$ cat src/hdl/vipu_pkg.sv
/*
 * Shared types and constants of the SIMD integer unit.
 * Holds the operation and element-width encodings, the register map
 * of the Wishbone block and the lane widths of the integer unit.
 */
`default_nettype none

package vipu_pkg;

  localparam int unsigned ELEN  = 32;
  localparam int unsigned ELENB = ELEN / 8;

  typedef logic [ELEN-1:0]  word_t;
  typedef logic [ELENB-1:0] carry_t;
  typedef logic [2:0]       reg_idx_t;

  typedef enum logic [3:0] {
    VADD, VSUB, VADC, VAND, VOR, VXOR,
    VMIN, VMAX, VMINU, VMAXU, VMUL, VMACC
  } op_e;

  typedef enum logic [1:0] {
    EW_8  = 2'd0,
    EW_16 = 2'd1,
    EW_32 = 2'd2
  } sew_e;

  typedef enum logic [1:0] {IDLE, ACK, HOLD} wb_state_e;

  // Word indices from address bits 4:2
  localparam reg_idx_t REG_S1     = 3'd0;
  localparam reg_idx_t REG_S2     = 3'd1;
  localparam reg_idx_t REG_D      = 3'd2;
  localparam reg_idx_t REG_CTRL   = 3'd3;
  localparam reg_idx_t REG_RESULT = 3'd4;
  localparam reg_idx_t REG_STATUS = 3'd5;

  // CTRL fields
  localparam int unsigned CTRL_OP_LSB    = 0;
  localparam int unsigned CTRL_OP_MSB    = 3;
  localparam int unsigned CTRL_SEW_LSB   = 4;
  localparam int unsigned CTRL_SEW_MSB   = 5;
  localparam int unsigned CTRL_CARRY_LSB = 8;
  localparam int unsigned CTRL_CARRY_MSB = 11;

  // Lane geometry
  localparam int unsigned LANE8_W    = 8;
  localparam int unsigned LANE16_W   = 16;
  localparam int unsigned LANE32_W   = 32;
  localparam int unsigned LANE_OPNDS = 3;

endpackage

`default_nettype wire

$ cat src/hdl/vipu_if.sv
/*
 * One operation request and its result, passed from the register
 * block (req side) to the integer unit (rsp side). No ready signal.
 */
`timescale 1ns/1ns
`default_nettype none

interface vipu_if import vipu_pkg::*; ();

  logic   valid;
  op_e    operation;
  sew_e   sew;
  carry_t carry;
  word_t  op_s1;
  word_t  op_s2;
  word_t  op_d;

  logic   result_valid;
  word_t  result;

  modport req (
    output valid, operation, sew, carry, op_s1, op_s2, op_d,
    input  result_valid, result
  );

  modport rsp (
    input  valid, operation, sew, carry, op_s1, op_s2, op_d,
    output result_valid, result
  );

endinterface

`default_nettype wire

$ cat src/hdl/vipu_simd_lane.sv
/*
 * Single SIMD lane of configurable width. Computes the selected
 * operation on one element and registers the result.
 */
`timescale 1ns/1ns
`default_nettype none

module vipu_simd_lane import vipu_pkg::*; #(
  parameter int unsigned Width = 8
) (
  input  logic             clk_i,
  input  logic             rst_n_i,
  input  op_e              operation_i,
  input  logic [Width-1:0] op_s1_i,
  input  logic [Width-1:0] op_s2_i,
  input  logic [Width-1:0] op_d_i,
  input  logic             is_signed_i,
  input  logic             carry_i,
  output logic [Width-1:0] result_o
);

  logic [Width-1:0] product;
  logic [Width-1:0] res_d;
  logic [Width-1:0] res_q;
  logic             s1_lt_s2;

  // Low half only
  assign product = op_s1_i * op_s2_i;

  assign s1_lt_s2 = is_signed_i ? ($signed(op_s1_i) < $signed(op_s2_i))
                                : (op_s1_i < op_s2_i);

  ////////////////////////////////////////
  // Operation select
  ////////////////////////////////////////

  always_comb begin : lane_alu
    case (operation_i)
      VADD: begin
        res_d = op_s1_i + op_s2_i;
      end
      VSUB: begin
        res_d = op_s1_i - op_s2_i;
      end
      VADC: begin
        res_d = op_s1_i + op_s2_i + Width'(carry_i);
      end
      VAND: begin
        res_d = op_s1_i & op_s2_i;
      end
      VOR: begin
        res_d = op_s1_i | op_s2_i;
      end
      VXOR: begin
        res_d = op_s1_i ^ op_s2_i;
      end
      VMIN, VMINU: begin
        res_d = s1_lt_s2 ? op_s1_i : op_s2_i;
      end
      VMAX, VMAXU: begin
        res_d = s1_lt_s2 ? op_s2_i : op_s1_i;
      end
      VMUL: begin
        res_d = product;
      end
      VMACC: begin
        res_d = op_d_i + product;
      end
      default: begin
        res_d = '0;
      end
    endcase
  end

  always_ff @(posedge clk_i or negedge rst_n_i) begin : lane_reg
    if (!rst_n_i) begin
      res_q <= '0;
    end else begin
      res_q <= res_d;
    end
  end

  assign result_o = res_q;

endmodule

`default_nettype wire

$ cat src/hdl/vipu_ipu.sv
/*
 * SIMD integer unit. Spreads the operand word over four lanes
 * (8, 8, 16, 32 bits), registers the lane results and gathers them
 * back by the element width of the operation in flight.
 */
`timescale 1ns/1ns
`default_nettype none

module vipu_ipu import vipu_pkg::*; (
  input  logic clk_i,
  input  logic rst_n_i,
  vipu_if.rsp  ipu
);

  logic                is_signed;
  word_t               opnd       [LANE_OPNDS];
  logic [LANE8_W-1:0]  lane8_op   [2][LANE_OPNDS];
  logic [LANE16_W-1:0] lane16_op  [LANE_OPNDS];
  logic [LANE32_W-1:0] lane32_op  [LANE_OPNDS];
  logic [1:0]          lane8_carry;
  logic                lane16_carry;
  logic                lane32_carry;
  logic [LANE8_W-1:0]  lane8_res  [2];
  logic [LANE16_W-1:0] lane16_res;
  logic [LANE32_W-1:0] lane32_res;
  logic                valid_q;
  sew_e                sew_q;

  assign is_signed = ipu.operation inside {VMIN, VMAX};

  assign opnd[0] = ipu.op_s1;
  assign opnd[1] = ipu.op_s2;
  assign opnd[2] = ipu.op_d;

  ////////////////////////////////////////
  // Distributor
  ////////////////////////////////////////

  always_comb begin : distributor
    lane8_op     = '{default: '0};
    lane16_op    = '{default: '0};
    lane32_op    = '{default: '0};
    lane8_carry  = '0;
    lane16_carry = 1'b0;
    lane32_carry = 1'b0;

    if (ipu.sew == EW_8) begin
      for (int i = 0; i < LANE_OPNDS; i++) begin
        lane8_op[0][i] = opnd[i][7:0];
        lane8_op[1][i] = opnd[i][15:8];
        lane16_op[i]   = {{(LANE16_W-8){is_signed & opnd[i][23]}}, opnd[i][23:16]};
        lane32_op[i]   = {{(LANE32_W-8){is_signed & opnd[i][31]}}, opnd[i][31:24]};
      end
      lane8_carry  = ipu.carry[1:0];
      lane16_carry = ipu.carry[2];
      lane32_carry = ipu.carry[3];
    end else if (ipu.sew == EW_16) begin
      for (int i = 0; i < LANE_OPNDS; i++) begin
        lane16_op[i] = opnd[i][15:0];
        lane32_op[i] = {{(LANE32_W-16){is_signed & opnd[i][31]}}, opnd[i][31:16]};
      end
      lane16_carry = ipu.carry[0];
      lane32_carry = ipu.carry[1];
    end else begin
      // Code 3 lands here as well
      for (int i = 0; i < LANE_OPNDS; i++) begin
        lane32_op[i] = opnd[i];
      end
      lane32_carry = ipu.carry[0];
    end
  end

  ////////////////////////////////////////
  // Lanes
  ////////////////////////////////////////

  for (genvar g = 0; g < 2; g++) begin : gen_lane8
    vipu_simd_lane #(
      .Width (LANE8_W)
    ) u_lane (
      .clk_i       (clk_i),
      .rst_n_i     (rst_n_i),
      .operation_i (ipu.operation),
      .op_s1_i     (lane8_op[g][0]),
      .op_s2_i     (lane8_op[g][1]),
      .op_d_i      (lane8_op[g][2]),
      .is_signed_i (is_signed),
      .carry_i     (lane8_carry[g]),
      .result_o    (lane8_res[g])
    );
  end

  vipu_simd_lane #(
    .Width (LANE16_W)
  ) u_lane16 (
    .clk_i       (clk_i),
    .rst_n_i     (rst_n_i),
    .operation_i (ipu.operation),
    .op_s1_i     (lane16_op[0]),
    .op_s2_i     (lane16_op[1]),
    .op_d_i      (lane16_op[2]),
    .is_signed_i (is_signed),
    .carry_i     (lane16_carry),
    .result_o    (lane16_res)
  );

  vipu_simd_lane #(
    .Width (LANE32_W)
  ) u_lane32 (
    .clk_i       (clk_i),
    .rst_n_i     (rst_n_i),
    .operation_i (ipu.operation),
    .op_s1_i     (lane32_op[0]),
    .op_s2_i     (lane32_op[1]),
    .op_d_i      (lane32_op[2]),
    .is_signed_i (is_signed),
    .carry_i     (lane32_carry),
    .result_o    (lane32_res)
  );

  // Valid and SEW travel alongside the lane registers
  always_ff @(posedge clk_i or negedge rst_n_i) begin : pipe_ctrl
    if (!rst_n_i) begin
      valid_q <= 1'b0;
      sew_q   <= EW_8;
    end else begin
      valid_q <= ipu.valid;
      sew_q   <= ipu.sew;
    end
  end

  assign ipu.result_valid = valid_q;

  ////////////////////////////////////////
  // Collector
  ////////////////////////////////////////

  always_comb begin : collector
    if (sew_q == EW_8) begin
      ipu.result = {lane32_res[7:0], lane16_res[7:0], lane8_res[1], lane8_res[0]};
    end else if (sew_q == EW_16) begin
      ipu.result = {lane32_res[15:0], lane16_res};
    end else begin
      ipu.result = lane32_res;
    end
  end

endmodule

`default_nettype wire

$ cat src/hdl/vipu_wb_regs.sv
/*
 * Wishbone classic slave with operand, control, result and status
 * registers. A control write launches one operation on the unit;
 * result reads wait in HOLD while the operation is in flight.
 */
`timescale 1ns/1ns
`default_nettype none

module vipu_wb_regs import vipu_pkg::*; (
  input  logic       clk_i,
  input  logic       rst_n_i,
  input  logic       wb_cyc_i,
  input  logic       wb_stb_i,
  input  logic       wb_we_i,
  input  logic [4:0] wb_adr_i,
  input  word_t      wb_dat_i,
  output word_t      wb_dat_o,
  output logic       wb_ack_o,
  vipu_if.req        ipu
);

  wb_state_e state_q;
  reg_idx_t  idx;
  logic      access;
  logic      result_read;
  logic      wr_en;
  logic      ack_q;
  logic      busy_q;
  logic      valid_q;
  word_t     s1_q;
  word_t     s2_q;
  word_t     d_q;
  word_t     ctrl_q;
  word_t     result_q;
  word_t     rdata;
  word_t     rdata_q;

  assign idx         = wb_adr_i[4:2];
  assign access      = wb_cyc_i & wb_stb_i;
  assign result_read = !wb_we_i && (idx == REG_RESULT);
  assign wr_en       = (state_q == IDLE) && access && wb_we_i;

  always_comb begin : read_mux
    case (idx)
      REG_S1:     rdata = s1_q;
      REG_S2:     rdata = s2_q;
      REG_D:      rdata = d_q;
      REG_CTRL:   rdata = ctrl_q;
      REG_RESULT: rdata = result_q;
      REG_STATUS: rdata = {{(ELEN-1){1'b0}}, busy_q};
      default:    rdata = '0;
    endcase
  end

  ////////////////////////////////////////
  // Bus handshake
  ////////////////////////////////////////

  always_ff @(posedge clk_i or negedge rst_n_i) begin : bus_fsm
    if (!rst_n_i) begin
      state_q <= IDLE;
      ack_q   <= 1'b0;
      rdata_q <= '0;
    end else begin
      ack_q <= 1'b0;
      case (state_q)
        IDLE: begin
          if (access) begin
            if (result_read && busy_q) begin
              state_q <= HOLD;
            end else begin
              state_q <= ACK;
              ack_q   <= 1'b1;
              rdata_q <= rdata;
            end
          end
        end
        HOLD: begin
          // Master gave up the cycle
          if (!access) begin
            state_q <= IDLE;
          end else if (!busy_q) begin
            state_q <= ACK;
            ack_q   <= 1'b1;
            rdata_q <= rdata;
          end
        end
        ACK: begin
          state_q <= IDLE;
        end
        default: begin
          state_q <= IDLE;
        end
      endcase
    end
  end

  ////////////////////////////////////////
  // Registers and launch
  ////////////////////////////////////////

  always_ff @(posedge clk_i or negedge rst_n_i) begin : reg_file
    if (!rst_n_i) begin
      s1_q     <= '0;
      s2_q     <= '0;
      d_q      <= '0;
      ctrl_q   <= '0;
      result_q <= '0;
      busy_q   <= 1'b0;
      valid_q  <= 1'b0;
    end else begin
      valid_q <= 1'b0;
      if (ipu.result_valid) begin
        result_q <= ipu.result;
        busy_q   <= 1'b0;
      end
      if (wr_en) begin
        case (idx)
          REG_S1: s1_q <= wb_dat_i;
          REG_S2: s2_q <= wb_dat_i;
          REG_D:  d_q  <= wb_dat_i;
          REG_CTRL: begin
            ctrl_q  <= wb_dat_i;
            valid_q <= 1'b1;
            busy_q  <= 1'b1;
          end
          default: begin
          end
        endcase
      end
    end
  end

  assign wb_ack_o = ack_q;
  assign wb_dat_o = rdata_q;

  // Request fields come from the stored control word
  assign ipu.valid     = valid_q;
  assign ipu.operation = op_e'(ctrl_q[CTRL_OP_MSB:CTRL_OP_LSB]);
  assign ipu.sew       = sew_e'(ctrl_q[CTRL_SEW_MSB:CTRL_SEW_LSB]);
  assign ipu.carry     = ctrl_q[CTRL_CARRY_MSB:CTRL_CARRY_LSB];
  assign ipu.op_s1     = s1_q;
  assign ipu.op_s2     = s2_q;
  assign ipu.op_d      = d_q;

endmodule

`default_nettype wire

$ cat src/hdl/vipu_top.sv
/*
 * Top level of the SIMD integer unit with a Wishbone classic slave
 * port. Joins the register block and the integer unit.
 */
`timescale 1ns/1ns
`default_nettype none

module vipu_top import vipu_pkg::*; (
  input  logic       clk_i,
  input  logic       rst_n_i,
  input  logic       wb_cyc_i,
  input  logic       wb_stb_i,
  input  logic       wb_we_i,
  input  logic [4:0] wb_adr_i,
  input  word_t      wb_dat_i,
  output word_t      wb_dat_o,
  output logic       wb_ack_o
);

  // Request and result path
  vipu_if ipu_bus ();

  vipu_wb_regs u_regs (
    .clk_i    (clk_i),
    .rst_n_i  (rst_n_i),
    .wb_cyc_i (wb_cyc_i),
    .wb_stb_i (wb_stb_i),
    .wb_we_i  (wb_we_i),
    .wb_adr_i (wb_adr_i),
    .wb_dat_i (wb_dat_i),
    .wb_dat_o (wb_dat_o),
    .wb_ack_o (wb_ack_o),
    .ipu      (ipu_bus.req)
  );

  vipu_ipu u_ipu (
    .clk_i   (clk_i),
    .rst_n_i (rst_n_i),
    .ipu     (ipu_bus.rsp)
  );

endmodule

`default_nettype wire

$ cat config.mk
export PLATFORM = sky130hd
export DESIGN_NAME = vipu_top
export DESIGN_NICKNAME = d
export VERILOG_FILES = /design/src/hdl/vipu_pkg.sv /design/src/hdl/vipu_if.sv /design/src/hdl/vipu_simd_lane.sv /design/src/hdl/vipu_ipu.sv /design/src/hdl/vipu_wb_regs.sv /design/src/hdl/vipu_top.sv
export SDC_FILE = /design/constraint.sdc
export NUM_CORES = 2
export LEC_CHECK = 0
export BUFFER_PORTS_ARGS = -buffer_cell sky130_fd_sc_hd__buf_2
export CELL_PAD_IN_SITES_DETAIL_PLACEMENT = 0
export CELL_PAD_IN_SITES_GLOBAL_PLACEMENT = 2
export CORE_UTILIZATION = 42
export CTS_BUF_LIST = sky130_fd_sc_hd__clkbuf_8
export DETAILED_ROUTE_END_ITERATION = 12
export PLACE_DENSITY = 0.86
export SYNTH_ARGS = -nofsm -noshare
export SYNTH_HDL_FRONTEND = slang
export SYNTH_SLANG_ARGS = --single-unit
$ cat constraint.sdc
create_clock -name clk_i -period 13.2 [get_ports clk_i]
set_input_delay 0.66 -clock clk_i [delete_from_list [all_inputs] [get_ports clk_i]]
set_output_delay 0.66 -clock clk_i [all_outputs]
set_load 0.005 [all_outputs]
### Yosys cells after proc, flatten, opt, wreduce, memory -nomap -nowiden

Cells that the tools add are included.

| operators by class | value |
|---|---|
| add/sub/neg operators | 16 |
| multipliers | 4 |
| magnitude comparators | 8 |
| equal/unequal tests | 24 |
| multiplexer cells | 49 |
| bitwise logic cells | 19 |
| reductions and logical operators | 20 |

Operators by type and width:

| cell | count |
|---|---|
| case mux 32 bit (10 select lines) | 1 |
| 2-to-1 mux 32 bit | 8 |
| 2-to-1 mux 96 bit | 2 |
| case mux 32 bit (6 select lines) | 1 |
| case mux 16 bit (10 select lines) | 1 |
| case mux 8 bit (10 select lines) | 2 |
| 2-to-1 mux 48 bit | 3 |
| adder 32 bit | 2 |
| less-than comparator 32 bit | 2 |
| case mux 32 bit (2 select lines) | 1 |
| adder 16 bit | 2 |
| adder 32 x 1 -> 32 bit | 1 |
| adder 8 bit | 4 |
| bitwise AND 32 bit | 1 |
| less-than comparator 16 bit | 2 |
| less-than comparator 8 bit | 4 |
| multiplier 32 x 32 -> 32 bit | 1 |
| 2-to-1 mux 16 bit | 2 |
| 2-to-1 mux 8 bit | 4 |
| bitwise OR 32 bit | 1 |
| subtractor 32 bit | 1 |
| bitwise XOR 32 bit | 1 |
| 2-to-1 mux 1 bit | 17 |
| adder 16 x 1 -> 16 bit | 1 |
| other kinds (36) | 75 |

| word-level totals | value |
|---|---|
| register bits | 264 |
| input bits | 42 |
| logic and storage cells | 156 |

### Longest topological paths before layout

| depth | value |
|---|---|
| depth after elaboration | 9 |
| mapped depth | 46 |

### Cells and area by module

Synthesis repeated with hierarchy kept, for this count alone.

| second synthesis, totals | value |
|---|---|
| cells, all modules | 5964 |
| area total of the unflattened synthesis | 49812.8 um2 |

By module, submodules not included:

| module | times used | cells each | area each (um2) | sequential area each (um2) |
|---|---|---|---|---|
| vipu_simd_lane at u_ipu.u_lane32 | 1 | 3038 | 24188.2 | 800.8 |
| vipu_wb_regs | 1 | 652 | 8757.1 | 4929.7 |
| vipu_simd_lane at u_ipu.u_lane16 | 1 | 1043 | 8049.0 | 400.4 |
| vipu_simd_lane at u_ipu.gen_lane8[0].u_lane ... | 2 | 373 | 2952.8 | 200.2 |
| vipu_ipu | 1 | 485 | 2912.8 | 75.1 |

### Least setup slack after synthesis

Ideal clock, no wire load.

| timing | value |
|---|---|
| path type | reg2reg |
| start | reg u_regs.ctrl_q[5] |
| end | reg u_ipu.u_lane32.res_q[31] (netlist: u_ipu.u_lane32.result_o[31]) |
| setup time | 0.086 ns |
| arrival time | 9.333 ns |
| required time | 13.114 ns |
| path slack | 3.781 ns |
| stages on the path, launching flop included | 38 |
| path buffers | 4 |
| period minus slack after synthesis | 9.419 ns |
| cells stage by stage | dfrtp_1 -> buf_6 -> buf_6 -> buf_6 -> and3b_1 -> a21oi_1 -> nand2_2 -> inv_2 -> clkbuf_1 -> nor2_1 -> fa_1 -> fa_1 -> fa_1 -> inv_1 -> fa_1 -> inv_1 -> fa_1 -> inv_1 -> [2 not listed] -> fa_1 -> fa_1 -> ha_1 -> nor4_1 -> o221ai_1 -> o31ai_2 -> o21bai_1 -> a21oi_1 -> xnor2_1 -> ha_1 -> and2_1 -> and3_1 -> a221oi_1 -> o21ai_1 -> a311o_1 -> a21oi_1 -> xnor3_1 -> o221ai_2 |

| between the ends | value |
|---|---|
| longest elaborated chain between the ends | 7 |
| elaborated cells on any way between the ends | 20 |
| classes of those cells | 4 x add/sub; 1 x mul; 2 x order compare; 1 x eq/ne; 8 x mux; 3 x bitwise; 1 x reduce/logical |

RTL lines:

| what | line | text |
|---|---|---|
| start, declared | vipu_wb_regs.sv:33 | `word_t ctrl_q;` |
| start signal, assigned | vipu_wb_regs.sv:123 | `ctrl_q <= wb_dat_i;` |
| branches (longest 6 deep; another with multiplier 32 x 32 -> 32 bit) | n/a |  |
| case mux 32 bit (10 select lines) * | vipu_simd_lane.sv:38 | `case (operation_i)` |
| net u_ipu.u_lane32.res_d[31] | vipu_simd_lane.sv:23 | `logic [Width-1:0] res_d;` |
| end signal, assigned | vipu_simd_lane.sv:79 | `res_q <= res_d;` |
| end, declared | vipu_simd_lane.sv:24 | `logic [Width-1:0] res_q;` |

Mark *: on every way through the listed nets, which the timed path passes.
A chain may end at the register's enable or synchronous reset.

### Worst setup path in the final report

| timing | value |
|---|---|
| start | reg u_regs.ctrl_q[5] |
| end | reg u_ipu.u_lane32.res_q[30] (netlist: u_ipu.u_lane32.result_o[30]) |

The elaborated chain is that of the path after synthesis.

==> run summary <==
crit start category -> flip-flop
initial antenna violation count -> 11
final instance area -> 51900 um^2
Synth Cell Area -> 49200 um^2
Worst Path Required -> 13.67 ns
mean post-synth cell area -> 8.36 um^2
core area -> 116000 um^2
WL final -> 207 mm
fill count -> 11.7k
Clock Path Buffers -> 3
Area Overhead vs Synth -> 5.42%
total iterations of the first detailed-routing run -> 6
sequential share of the synthesized area -> 13.4%
Final ANT Viol Nets -> 0
row count -> 125
quantity of gates resized following cts -> 0
RSZ-0062 raised after global routing -> no
worst rel slew slack -> 17.9%
GRT overflow -> 0
Async S/R FF share, synth -> 100%
Clock Tree Root -> clkbuf_8
Post-Route Setup TNS -> 0 ns
CP most frequent cell -> fa_1
first-pass GRT wire length -> 299 mm
Clock Skew -> 0.0389 ns
worst path arrival time -> 12.43 ns
area of placed instances -> 50900 um^2
Die Y -> 344 um
Clk Latency, worst-skew pair -> 0.63 ns
Worst Setup End Kind -> flip-flop
slowest stage delay, CP -> 1.10 ns
Ports -> 75
Primary FF master, synth -> dfrtp_1
via count -> 44.2k
crit path time final -> 11.96 ns
largest net degree at the start of global routing -> 80
mux contribution to synthesized area -> 6.59%
post-synthesis xor/xnor area fraction -> 6.58%
crit-path max FO -> 68
Hold Crit Class -> primary input to asynchronous set/reset pin
RR Startpoint -> u_regs.ctrl_q[5]
Initial Util -> 42.3%
fraction of layout cells with a size suffix above 1 -> 9.98%
final hold viol count -> 0
syn_nets -> 6915
DP HPWL -> 161 mm
worst reg2reg setup slack -> 1.24 ns
GRT Total Usage -> 34.7%
Final Setup Violations -> 0
Max-Cap Viols -> 0
vias per inst -> 6.01
vias in the first global route -> 42.8k
Max Slew Vio Count -> 0
Worst-path clk slew -> 0.06 ns
Compound-Gate Fraction of Synth Area -> 15.9%
H-tree depth -> 2
final net count -> 6823
drt wl/cell -> 28.2 um
fin crit share -> 90.6%
critical path type -> flip-flop to flip-flop
Post-synth EDFFs -> 0
CTS sink cnt -> 264
R2R cell count -> 38
Mapped Cells -> 5885
slowest stage cell, crit path -> dfrtp_4
synth warn -> 0
Final Wtd Congestion -> 1.02
largest family of logic cells by synthesized area -> adder cells
Crit Reg-Reg Endpoint -> u_ipu.u_lane32.result_o[30]
maximum clock rate -> 83.6 MHz
Synth Register Bits -> 264
Die W -> 344 um
CTS tree -> built
IO Port Bufs -> 72
most frequent cells in the layout -> 748 x inv_1, 691 x nand2_1, 611 x nor2_1
DRC -> 0
synth unique cells -> 125
commonest non-fill, non-tap cell in the layout -> inv_1
Worst-Margin Slew -> 1.22 ns
cts hold-fix bufs -> 0
Iteration-0 DRC Markers -> 5166
postcts setup bufs -> 0
Synth Area in Simple Gates -> 15.3%
Die ar. -> 118000 um^2
run status -> completed
CTS buffer count -> 48
adder-cell share of the synthesized area -> 33.1%
[worst max-delay path, delay by kind of cell (launching register included)]
kind,cells,cell delay (ns)
buf+inv,8,1.39
flops,1,1.10
xor+xnor,1,0.55
fa+ha+maj,10,4.18
simple gates,8,1.87
compound gates,11,2.68
[area by class of cell]
type | count | area, um^2 | share of cell area, %
flip-flops and latches | 264 | 6620 | 12.8
inverters | 793 | 2980 | 5.75
clock inverters | 29 | 136 | 0.263
diodes | 1 | 2.50 | 0.00483
multi-input cells | 4500 | 38200 | 73.6
clock buffers | 58 | 798 | 1.54
repair buffers | 186 | 1230 | 2.37
well taps | 1524 | 1910 | 3.68
[worst max path at each step]
stage	cells past startpoint	from	slack [ns]	end
6_report	38	u_regs.ctrl_q[5]	1.24	u_ipu.u_lane32.result_o[30]
5_1_grt	38	u_regs.ctrl_q[5]	0.78	u_ipu.u_lane32.result_o[30]
3_3_place_gp	37	u_regs.ctrl_q[5]	1.69	u_ipu.u_lane32.result_o[30]
4_1_cts	38	u_regs.ctrl_q[5]	1.55	u_ipu.u_lane32.result_o[30]
3_5_place_dp	38	u_regs.ctrl_q[5]	1.60	u_ipu.u_lane32.result_o[30]
2_1_floorplan	37	u_regs.ctrl_q[5]	3.78	u_ipu.u_lane32.result_o[31]
[cell usage after synthesis (28+ instances only)]
| cell | number | area [um^2] |
|---|---|---|
| a211oi_1 | 30 | 225 |
| a21o_1 | 78 | 586 |
| a21oi_1 | 278 | 1390 |
| a221oi_1 | 64 | 561 |
| and2_1 | 47 | 294 |
| and3_1 | 59 | 369 |
| buf_1 | 44 | 165 |
| buf_2 | 37 | 185 |
| clkbuf_1 | 213 | 800 |
| dfrtp_1 | 264 | 6610 |
| fa_1 | 524 | 10500 |
| ha_1 | 464 | 5810 |
| inv_1 | 731 | 2740 |
| inv_2 | 57 | 214 |
| mux2_2 | 130 | 1460 |
| mux2i_1 | 147 | 1470 |
| nand2_1 | 691 | 2590 |
| nand2b_1 | 32 | 200 |
| nand3_1 | 54 | 270 |
| nor2_1 | 614 | 2300 |
| nor2b_1 | 36 | 225 |
| nor3_1 | 47 | 235 |
| o211ai_1 | 30 | 225 |
| o21ai_0 | 292 | 1460 |
| o21ai_1 | 28 | 140 |
| o21bai_1 | 45 | 338 |
| o221ai_1 | 45 | 394 |
| xnor2_1 | 259 | 2270 |
| xor2_1 | 84 | 736 |
[stage by stage]
stage	setup WS, ns	util (%)	instances	hold slack [ns]
after floorplan	3.78	-	5885	0.331
after global placement	1.69	43.8	7267	0.336
after detailed placement	1.60	43.8	7267	0.345
after CTS	1.55	44.6	7354	0.0188
after global routing	0.777	44.6	7354	0.0586
final	1.24	44.6	7355	0.00110
[per-layer routing]
metal  routed length, um  vias up  global-route usage (%)
li1                    -    19300                       -
met1               91500    22200                    50.4
met5                  28        -                       0
met3               20600      398                    6.64
met2               86900     2317                    51.0
met4                8390        4                    12.4
[cell families after synthesis]
| group | after synthesis |
|---|---|
| AO/OA/AOI/OAI | 1160 |
| AND/OR/NAND/NOR | 1707 |
| multiplexers | 291 |
| XOR/XNOR | 354 |
| buffers and inverters | 1121 |
| flip-flops | 264 |
| adder cells (fa/ha/maj) | 988 |
[state kept, by name, summed over array words and instances, names as in the netlist, 16 cells and up]
signal and cells:
u_ipu.u_lane32.result_o 32, u_regs.ctrl_q 32, u_regs.ipu.op_d 32, u_regs.ipu.op_s1 32, u_regs.ipu.op_s2 32, u_regs.result_q 32
u_regs.wb_dat_o 32, u_ipu.gen_lane8.u_lane.result_o 16, u_ipu.u_lane16.result_o 16
Power is not shown: default switching activity piles up to over one toggle a cycle in this logic, so the estimate is an artifact.
